File: config.mk
export PLATFORM = sky130hd
export DESIGN_NAME = phaseTimer
export DESIGN_NICKNAME = d
export VERILOG_FILES = /design/src/phaseTimer.sv
export SDC_FILE = /design/constraint.sdc
export NUM_CORES = 1
export LEC_CHECK = 0
export CAP_MARGIN = 20
export CORE_AREA = 4 4 41 43
export DETAILED_ROUTE_END_ITERATION = 12
export DIE_AREA = 0 0 45 47
export DONT_BUFFER_PORTS = 1
export GPL_ROUTABILITY_DRIVEN = 1
export SETUP_SLACK_MARGIN = 0.2
export SLEW_MARGIN = 20
export SYNTH_ARGS = -nofsm -noshare
export SYNTH_HDL_FRONTEND = slang
export SYNTH_SLANG_ARGS = --single-unit
export TNS_END_PERCENT = 5
File: constraint.sdc
create_clock -name SBUS -period 1.35 [get_ports SBUS]
set_input_delay 0.135 -clock SBUS [delete_from_list [all_inputs] [get_ports SBUS]]
set_output_delay 0.135 -clock SBUS [all_outputs]
set_load 0.01 [all_outputs]
File: src/phaseTimer.sv
/* Generates the A and B phase ticks as clock enables on SBUS.
   Each tick toggles every cycle and realigns when its START rises */
module phaseTimer (
  input  logic SBUS,
  input  logic reset,
  input  logic startA,
  input  logic startB,
  output logic aTick,
  output logic bTick
);

  // Bit 0 is phase A, bit 1 is phase B
  logic [1:0] start;
  logic [1:0] startDly;
  logic [1:0] startRise;
  logic [1:0] toggle;

  assign start = {startB, startA};

  // Rising START seen against last cycle's level
  assign startRise = start & ~startDly;

  always_ff @(posedge SBUS) begin
    if (reset) begin
      startDly <= '0;
      toggle   <= '0;
    end else begin
      startDly <= start;
      // Clear on a new request, else flip every cycle
      // so the first tick lands two cycles after the rise
      toggle   <= ~toggle & ~startRise;
    end
  end

  // Each phase advances on its own toggle
  assign aTick = toggle[0];
  assign bTick = toggle[1];

endmodule

==> Yosys cells after proc, flatten, opt, wreduce, memory -nomap -nowiden <==
Index checks and enable logic that the tools add are counted.
{ "totals": {"regBits": 4, "in_bits": 4, "out_inout_bits": 2, "wordCells": 7} }
{ "op_classes": {"n_bitwise": 5} }
{ "op_table": {"columns": ["op", "count"], "rows": [
  ["$not A2 Y2", 3],
  ["$and A2 B2 Y2", 2]
]} }

==> Depth between registers and ports, before layout <==
{ "depth": {"word_depth": 4, "ltp_mapped": 2, "ltp_nobuf": 2} }

==> Least setup slack after synthesis <==
Ideal clock, no wire load.
{ "synth_timing": {"path_kind": "register to register", "from": "register toggle[1]", "to": "register toggle[1]", "setup_time_ps": 86, "t_arrival_ps": 498, "required_time_ps": 1264, "slack_ps": 766, "path_stages_with_launch": 2, "n_path_buf": 0, "period_less_slack_ps": 584, "path_cell_list": "dfxtp_1 > a211oi_1"} }
{ "synth_via": {"elab_chain_cells": 2} }
{ "synth_rtl": {"columns": ["item", "line", "source"], "rows": [
  ["start: declaration", "16", "logic [1:0] toggle;"],
  ["start signal: assignment", "31", "toggle <= ~toggle & ~startRise;"],
  ["$not A2 Y2", "31", null],
  ["$and A2 B2 Y2", "31", null]
]} }
Every way passes these cells.
A chain may end at the register's enable or synchronous reset.

==> Final worst setup path <==
{ "layout_timing": {"from": "input port reset", "to": "register toggle[0]"} }
{ "layout_rtl": {"columns": ["item", "line", "source"], "rows": [
  ["start: declaration", "5", "input logic reset,"]
]} }
No word-level cell between the ends.

==> metrics <==
fillcell total=154; synth warn=0; Tot GR Track Use=4.19%; Clock transition at path regs=~0.04 ns; worst hold slack=0.0260 ns; hold_sp=startB; fmax=1.28 GHz; outcome=finished, final reports clean; Cells after Synth=10; Hold Crit Class=input port to flip-flop; dpl ws=0.722 ns; mapped cell area=~120 um^2; Worst EP required=roughly 1.5 ns; CTS tree=done; clock network power share=50.2%; Setup CP Type=input port to flip-flop; Hold Path Sink=startDly[1]$_SDFF_PP0_; Die ar.=2120 um^2; first-pass GRT wire length=approximately 530 um; register area share after synthesis=66.7%; maximum vdd drop=0.518 mV; drt pass-1 iters=2; DRC viols=0; R2R Path End=toggle[1]$_SDFF_PP0_; Bufs and invs on worst path=1; CP arrival=0.94 ns; Initial Util=9.23%; Clock Latency Late Sink=0.24 ns; reg2reg path depth=1; worst slew pin tran=0.174 ns; setup ws final=0.566 ns; RSZ-0062 raised after global routing=no; gr ovfl total=0; Post-Route Setup TNS=0 ns; Post-Route Skew=roughly 0.000035 ns; H-tree Lvls=1; initial drt markers=1; worst-path cell chain=dlygate4sd3_1 -> a211oi_2; critical path startpoint category=input port; syn_nets=14; post-synth cell types=5; Final ANT Viol Nets=0; number of setup buffers added after CTS=0; Crit. End Element=flip-flop; max_slew headroom=88.3%; Placed Cells=25; Layout Cells excl Fill=31; crit path time final=0.784 ns; Combinational Power Share=5.3%; largest net degree at the start of global routing=5; antenna violations before repair=0; final total power=298 uW; max capacitance violation total=0; Hold Path Stages=1; Die X=45 um; Core Rows=13; buffers added on ports=0; Core Util, Final=14.7%; placed inst area=~140 um^2; vias in the first global route=132; drt via density=3.10; floorplan core area=1300 um^2; CP Depth=2; Routed WL per cell=8.61 um; Final Hold Fails=0; # diodes=0; final worst-path cycle share=between 50% and 60%; switching share of power=20.8%; Reg2Reg Launch Point=toggle[1]$_SDFF_PP0_; Pleak=roughly 0.073 nW; max incr delay on CP=approximately 0.60 ns; Power Dens Cells=between 1500 and 2000 nW/um^2; Post-Layout Inst Area=191 um^2; Syn-to-layout area delta=59.4%; DR vias=96; setup violators final=0; Final #Nets=22; cell family with most CP delay=buffers and inverters; Mapped Avg Cell Area=approximately 12 um^2; Final HPWL DP=about 200 um; final WL=267 um; R2R setup slack=0.72 ns; total CTS buffers=3; Seq cells post-synth=4; Clock Tree Root=clkbuf_4; CP max stage cell=dlygate4sd3_1; # IOs=6; net load switching power=62.2 uW; TritonCTS sink count=4; pins over their slew limit=0; Clock Path Buffers=2; crit path max fanout=4; sequential share of power=44.5%; share of cells above drive strength 1=25.0%; final RePlAce weighted congestion=roughly 0.56; Int Pwr=236 uW; Crit. Startpoint=reset; Chip Height=around 47 um
==> metal layers <==
metal | GRT usage (%) | up-vias | routed length (um)
li1 | - | 45 | -
met1 | 4.33 | 43 | 136
met2 | 4.24 | 8 | 71
met3 | 6.13 | 0 | 59
met4 | 1.75 | 0 | 0
met5 | 0 | - | 0
==> worst max path at each step <==
stage                                 to  slack [ns]
global route        toggle[0]$_SDFF_PP0_        0.51
floorplan           toggle[1]$_SDFF_PP0_        0.77
finish              toggle[0]$_SDFF_PP0_        0.57
CTS                 toggle[0]$_SDFF_PP0_        0.57
global placement    toggle[1]$_SDFF_PP0_        0.74
detailed placement  toggle[1]$_SDFF_PP0_        0.72
==> layout make-up <==
cell class,count,area [um^2],share of cell area [%]
Tap cell,15,18.8,9.80
Sequential cell,4,80.1,41.8
Timing Repair Buffer,3,30.0,15.7
Multi-Input combinational cell,4,32.5,17.0
Inverter,2,7.51,3.92
Clock buffer,3,22.5,11.8
==> kinds of logic (layout without fill, tap and decap cells) <==
| kind of cell | after synthesis | count (layout) | share of synthesized area (%) |
|---|---|---|---|
| DFF | 4 | 4 | 66.7 |
| AOI/OAI and AO/OA | 2 | 2 | 16.7 |
| and+or+nand+nor | 2 | 2 | 10.4 |
| buffers and inverters | 2 | 8 | 6.25 |
==> synthesized netlist by cell type (all sizes together) <==
library cell / instances / area (um^2)
dfxtp: 4 / 80.1
a211oi: 2 / 20.0
inv: 2 / 7.51
nor2b: 2 / 12.5
==> registers in the layout, indices dropped and copies added, names as in the netlist <==
register	flops
toggle	2
startDly	2
==> placed cells by master (no fill, tap or decap) <==
| cell type | netlist | final |
|---|---|---|
| inv_1 | 2 | 2 |
| a211oi_1 | 1 | 1 |
| clkbuf_4 | 0 | 3 |
| nor2b_1 | 2 | 2 |
| dfxtp_1 | 4 | 4 |
| a211oi_2 | 1 | 1 |
| dlygate4sd3_1 | 0 | 3 |
==> power groups by stage <==
stage	clock (mW)	combinational [mW]	sequential [mW]
after floorplan	0	0.00634	0.133
after global routing	0.171	0.0184	0.134
after CTS	0.157	0.0160	0.133
after detailed placement	0	0.00716	0.135
after global placement	0	0.00653	0.135
final	0.150	0.0158	0.133
==> timing repair <==
| item | in CTS | in global routing |
|---|---|---|
| hold buffers | 3 | 0 |
| hold endpoints to repair | 4 | 0 |
| resized for setup | 0 | 0 |
(Power assumes the default switching activity.)
