### config.mk
export PLATFORM = sky130hd
export DESIGN_NAME = memPhase
export DESIGN_NICKNAME = d
export VERILOG_FILES = /design/src/sbusPkg.sv /design/src/memPhase.sv
export VERILOG_INCLUDE_DIRS = /design/src
export SDC_FILE = /design/constraint.sdc
export NUM_CORES = 1
export LEC_CHECK = 0
export BUFFER_PORTS_ARGS = -buffer_cell sky130_fd_sc_hd__buf_2
export CAP_MARGIN = 20
export CORE_MARGIN = 10
export CORE_UTILIZATION = 49
export CTS_BUF_LIST = sky130_fd_sc_hd__clkbuf_4 sky130_fd_sc_hd__clkbuf_8 sky130_fd_sc_hd__clkbuf_16
export DETAILED_ROUTE_END_ITERATION = 8
export HOLD_SLACK_MARGIN = 0.03
export PLACE_DENSITY = 0.95
export SYNTH_ARGS = -nofsm -noshare
export SYNTH_HDL_FRONTEND = slang
export SYNTH_SLANG_ARGS = --single-unit
### constraint.sdc
create_clock -name SBUS -period 3.3 [get_ports SBUS]
set_input_delay 0.66 -clock SBUS [delete_from_list [all_inputs] [get_ports SBUS]]
set_output_delay 0.66 -clock SBUS [all_outputs]
set_load 0.02 [all_outputs]
### src/sbusMem_params.svh
/* Sizing macros for the emulated core memory.
   Included by the package and by every module that sizes a port or array */
`ifndef SBUS_MEM_PARAMS_SVH
`define SBUS_MEM_PARAMS_SVH

// Bits in one memory word, numbered 0 to 35 as on the bus
`define WORD_BITS 36

// Words per quadword, also the width of the request mask
`define QUAD_WORDS 4

// Low word address bits that index the simulated memory
`define MEM_ADDR_BITS 12

// Number of words held by the array
`define MEM_DEPTH (1 << `MEM_ADDR_BITS)

`endif

### src/sbusPkg.sv
/* Bus word, address and per-phase request/response types.
   Modules import it in their bodies and use scoped names on their ports */
`include "sbusMem_params.svh"

package sbusPkg;

  // One memory word, MSB is bit 0 in bus order
  typedef logic [0:`WORD_BITS-1] sbusWord_t;

  // Word address split into quadword base and word offset
  typedef struct packed {
    logic [12:33] base;
    // Offset within the quadword, steps mod 4
    logic [34:35] wo;
  } sbusQuadAddr_t;

  // Same 24 bits seen whole or as base plus offset
  typedef union packed {
    logic [12:35]  word;
    sbusQuadAddr_t quad;
  } sbusAddr_u;

  // Read request from the requester, one per phase
  typedef struct packed {
    logic                   start;
    // Word mask, bit 0 is served first
    logic [0:`QUAD_WORDS-1] rq;
    sbusAddr_u              adr;
  } sbusReq_t;

  // Response back to the requester, one per phase
  typedef struct packed {
    logic      ackn;
    logic      valid;
    sbusWord_t d;
    // Even parity over d
    logic      dataPar;
  } sbusResp_t;

endpackage
### src/memPhase.sv
/* One phase of the core memory, serving quadword read cycles.
   Advances only on its tick; drives ACKN, VALID, data and parity per word */
`include "sbusMem_params.svh"

module memPhase (
  input  logic                      SBUS,
  input  logic                      reset,
  input  logic                      tick,
  input  sbusPkg::sbusReq_t         req,
  input  sbusPkg::sbusWord_t        rdData,
  output logic [`MEM_ADDR_BITS-1:0] rdAddr,
  output sbusPkg::sbusResp_t        resp
);

  import sbusPkg::*;

  typedef enum logic [2:0] {
    stIdle,
    stAck1,
    stAck2,
    stRead,
    stShift,
    stWaitIdle
  } phaseState_t;

  phaseState_t state;
  phaseState_t nextState;

  // Mask bits still to serve, bit 0 is the current word
  logic [0:`QUAD_WORDS-1] toAck;

  // Quadword base and running word offset
  sbusAddr_u curAddr;

  // Array index from the low bits of the current word address
  assign rdAddr = curAddr.word[36-`MEM_ADDR_BITS:35];

  // Next state, only taken on a tick
  always_comb begin
    nextState = state;
    case (state)
      stIdle: begin
        // Empty first slot goes straight to shifting
        if (req.start) begin
          nextState = req.rq[0] ? stAck1 : stShift;
        end
      end
      stAck1: nextState = stAck2;
      stAck2: nextState = stRead;
      stRead: nextState = stShift;
      stShift: begin
        // Look at the bit about to move into slot 0
        if (toAck[1]) begin
          nextState = stAck1;
        end else if (toAck[1:`QUAD_WORDS-1] == '0) begin
          nextState = stWaitIdle;
        end
        // Otherwise keep shifting cleared bits through
      end
      stWaitIdle: nextState = stIdle;
      default: nextState = stIdle;
    endcase
  end

  // Control state and response outputs
  always_ff @(posedge SBUS) begin
    if (reset) begin
      state <= stIdle;
      toAck <= '0;
      resp  <= '0;
    end else if (tick) begin
      state <= nextState;
      case (state)
        stIdle: begin
          if (req.start) begin
            toAck <= req.rq;
          end
        end
        // ACKN stays up through ack2
        stAck1: resp.ackn <= 1'b1;
        stRead: begin
          resp.ackn    <= 1'b0;
          resp.valid   <= 1'b1;
          resp.d       <= rdData;
          resp.dataPar <= ^rdData;
        end
        stShift: begin
          // VALID, data and parity last one tick
          resp.valid   <= 1'b0;
          resp.d       <= '0;
          resp.dataPar <= 1'b0;
          toAck        <= toAck << 1;
        end
        default: ;
      endcase
    end
  end

  // Address payload, latched at START and stepped after each read
  always_ff @(posedge SBUS) begin
    if (tick) begin
      if (state == stIdle && req.start) begin
        curAddr <= req.adr;
      end else if (state == stRead) begin
        // Offset wraps inside the quadword, base is untouched
        curAddr.quad.wo <= curAddr.quad.wo + 2'd1;
      end
    end
  end

endmodule

Word level (Yosys, flattened, before mapping)
Index checks and enable logic that the tools add are counted.
- flip-flop bits (word level): 57
- output and inout bits: 51
- $add $sub $neg: 1
- equal/unequal tests: 6
- multiplexer cells: 11
- reductions and logical operators: 14
- operators with widths (cell ; count):
    case mux 38 bit (2 select lines) ; 1
    XOR reduction 36 bit ; 1
    two-way mux 3 bit ; 5
    case mux 3 bit (5 select lines) ; 1
    AND reduction 2 bit ; 4
    nonzero test 2 bit ; 4
    equality test 3 x 2 -> 1 bit (second input constant) ; 2
    logical NOT 3 bit ; 2
    case mux 3 bit (2 select lines) ; 1
    AND reduction 3 bit ; 2
    two-way mux 2 bit ; 2
    equality test 3 x 1 -> 1 bit (second input constant) ; 1
    equality test 3 bit (second input constant) ; 1
    inequality test 3 bit (second input constant) ; 1
    adder 2 x 1 -> 2 bit (second input constant) ; 1
    inequality test 2 bit (second input constant) ; 1
    case mux 1 bit (2 select lines) ; 1
    logical AND 1 bit ; 1

Longest topological paths before layout
- depth after elaboration: 4
- gate-level depth with buffers: 8
- mapped depth without buffers: 6

Worst setup path after synthesis
Ideal clock, no wire load.
- path kind: in2reg
- start point: in tick
- end point: reg curAddr[0] in the netlist's numbering, enable pin
- setup time: 0.253 ns
- arrival time: 1.614 ns
- setup slack: 1.433 ns
- stages: 6
- path buffers: 4
- cell sequence: clkbuf_1 and3_1 buf_2 buf_4 buf_4 or2_1
- longest elaborated chain between the ends: 1
- RTL lines (item ; RTL line ; text):
    start, declared ; memPhase.sv:8 ; input logic tick,
    AND reduction 2 bit (no source line) ; -- ;
    end signal, assigned ; memPhase.sv:103 ; curAddr <= req.adr;
    end, declared ; memPhase.sv:33 ; sbusAddr_u curAddr;
Every way passes these cells.
A chain may end at the register's enable or synchronous reset.

Final worst setup path
- start point: reg state[2]
- end point: reg resp[0] in the netlist's numbering
- longest elaborated chain between the ends: 3
- RTL lines (item ; RTL line ; text):
    start, declared ; memPhase.sv:26 ; phaseState_t state;
    start signal, assigned ; memPhase.sv:68 ; state <= stIdle;
    start signal, assigned ; memPhase.sv:72 ; state <= nextState;
    equality test 3 x 2 -> 1 bit / equality test 3 bit (equally long branches) ; memPhase.sv:73 ; case (state)
    nonzero test 2 bit (no source line) ; -- ;
    AND reduction 2 bit (no source line) ; -- ;
    end, declared ; memPhase.sv:12 ; output sbusPkg::sbusResp_t resp
Parallel ways exist; a longest one is shown, timed or not.

==> flow_metrics.py <==
metrics = {
    "floorplan": {
        "row_count": 25,
        "die-height_um": 89.6,
        "die_area_um2": 8030,
        "start_util_pct": 50.3,
        "design.core.area_um2": 4720,
        "die_w_um": 89.6,
        "ios": 119,
    },
    "detailed_routing": {
        "wl_um": 6270,
        "drt_iter0_markers": 129,
        "drtPass1Iterations": 4,
        "routedWlPerCell_um": 15.3,
        "drc": 0,
        "ant_nets": 0,
        "viasPerCell": 5.12,
        "via_count": 2096,
    },
    "final_layout": {
        "final_cell_mix": "buf_2, nor2_1, dfxtp_1",
        "area_growth_syn_to_layout_pct": 31.2,
        "regArea_um2": 1260,
        "layout_commonest_cell": "buf_2",
        "n_antenna_cell": 0,
        "fill_cells": 389,
        "multiInputGateArea_um2": 1030,
        "postLayoutCoreUtil_pct": 66.0,
        "drive_above_1_share_pct": 36.8,
        "nets": 405,
    },
    "worst_setup_path": {
        "start_kind": "flip-flop",
        "cpPeakStageDelay_ps": 500,
        "crit_type": "flip-flop to flip-flop",
        "critPathArrivalTime_ps": 2200,
        "cp_cell_sequence": "and2b_1 -> and3_1 -> buf_4 -> nand3_1 -> o211ai_1",
        "crit_path_top_delay_cell": "and3_1",
        "path_max_fanout": 27,
        "crit_required_ps": 3550,
        "crit_buf_inv": 1,
        "cp-end-kind": "flip-flop",
        "path_delay_family": "simple AND/OR/NAND/NOR gates",
        "timing.rr.start": "state[2]",
        "r2r_slack_ps": 1350,
        "reg2reg_to": "resp[0]",
        "reg2regPathDepth": 5,
    },
    "global_routing": {
        "grt_pass1_vias": 2164,
        "antenna_found_initial": 0,
        "grt_pass1_wl_um": 10200,
        "overflow": 0,
        "grt_usage_pct": 16.3,
        "grt_max_degree": 47,
    },
    "yosys": {
        "ys_seq_elements": 57,
        "syn_area_um2": 2370,
        "syn-num-nets": 302,
        "synth_warnings": 0,
        "synthDistinctLibCells": 32,
        "netlist_instances": 234,
        "avgSynthCellArea_um2": 10.1,
        "ys_seq_area_share_pct": 53.1,
    },
    "hold_path": {
        "worstHoldStart": "resp[38]",
        "holdPathStages": 2,
        "min-delay-path-class": "flip-flop to flip-flop",
        "min_to": "resp[38]",
    },
    "clocking": {
        "clkTransAtPathRegs_ps": 70,
        "clock_path_buffers": 2,
        "tritoncts": "built",
        "numCtsBuffers": 9,
        "insertion_delay_ps": 320,
        "h-tree-depth": 3,
        "cts.sinks": 57,
        "root_buffer": "clkbuf_8",
        "cts_resized": 0,
        "cts.hold.buffers_added": 0,
        "post-cts-setup-buffers": 0,
    },
    "sta": {
        "period_minus_slack_ps": 1950,
        "max_clock_freq_mhz": 512,
        "setup_tns_ps": 0,
        "slew_headroom_pct": 45.5,
        "grt_setup_unrepaired": "no",
        "drv_slew": 0,
        "finalHoldViolCount": 0,
        "fin_crit_sh_pct": 59.1,
        "tightest_slew_ps": 818,
        "finalSetupViolations": 0,
        "clock_skew_ps": 4.45,
    },
    "pwr": {
        "p_leak_nw": 1.36,
        "power.density_nw_per_um2": 525,
        "power_mw": 1.64,
        "ir_drop_mv": 0.303,
    },
    "job": {
        "drv_cap": 0,
    },
    "placement": {
        "place_congestion": 0.829,
        "numPortBuffers": 106,
        "hpwlAfterDp_um": 4750,
    },
    "status": {
        "status": "completed",
    },
}
metal layers:
layer / routed length (um) / vias up / global-route usage [%]
met3: 676 / 13 / 6.68
met1: 2440 / 971 / 18.4
met2: 3030 / 94 / 26.1
met5: 0 / - / 0
met4: 127 / 0 / 7.95
li1: - / 1018 / -
cell type report:
class | count | share of cell area, %
sequential | 57 | 40.5
multi-input combinational | 160 | 33.1
timing repair buffer | 108 | 17.5
clock buffer | 10 | 4.22
tap | 67 | 2.69
clock inverter | 6 | 1.89
inverter | 1 | 0.120
worst register-to-register path: cells and delay by family, from the launching register on:
family	cells	cell delay, ps
AOI/OAI and AO/OA	1	160
buffers and inverters	1	390
and+or+nand+nor	3	900
DFF	1	430
metrics by stage:
stage	instances	cell area, um2	hold WS, ps	setup WS [ps]
floorplan	234	2370	459	1430
global placement	393	2930	443	1260
detailed placement	393	2930	448	1210
CTS	409	3120	456	1350
global route	409	3120	489	1180
finish	409	3120	453	1350
flip-flops by register name (all words and copies together), names as in the netlist:
signal / cells
resp: 39
toAck: 3
state: 3
curAddr: 12
how the worst max path moves through the flow:
| stage | start | depth (start not counted) | endpoint |
|---|---|---|---|
| after global placement | tick | 5 | resp[0] |
| after CTS | state[2] | 5 | resp[0] |
| after global routing | state[2] | 5 | resp[0] |
| after detailed placement | rdData[26] | 7 | resp[0] |
| final | state[2] | 5 | resp[0] |
| after floorplan | tick | 6 | curAddr[0] |
cells in the mapped netlist:
library cell	number	area, um2
xnor3_1	1	22.5
buf_2	8	40.0
and2_1	2	12.5
inv_1	1	3.75
o21ai_0	3	15.0
and3_1	1	6.26
nor4b_4	1	23.8
a311oi_1	3	26.3
dfxtp_1	45	901
clkbuf_1	5	18.8
or2_2	1	6.26
o21a_1	1	7.51
nand3_1	3	15.0
edfxtp_1	12	360
and2b_1	1	7.51
xnor2_2	1	16.3
buf_4	2	15.0
xor2_1	3	26.3
nand2b_1	1	6.26
nand2_1	15	56.3
nor2_1	45	169
or2_1	1	6.26
o31a_1	1	8.76
nand4bb_1	1	11.3
o211ai_1	1	7.51
nor3_1	1	5.00
xnor2_1	29	254
mux2i_1	2	20.0
buf_1	1	3.75
a22oi_1	36	270
a21oi_1	5	25.0
a211oi_1	1	7.51
cells by family after synthesis:
logic type      Yosys count  synth area share, %
flops                    57                 53.1
buf+inv                  17                 3.42
mux                       2                0.843
xor+xnor                 34                 13.4
simple gates             73                 13.7
compound gates           51                 15.5
power breakdown:
part | internal [mW] | switching [mW]
clock network | 0.351 | 0.271
registers | 0.734 | 0.0161
logic | 0.131 | 0.134
total | 1.22 | 0.421
No activity file was read; power rests on OpenSTA's default activity.
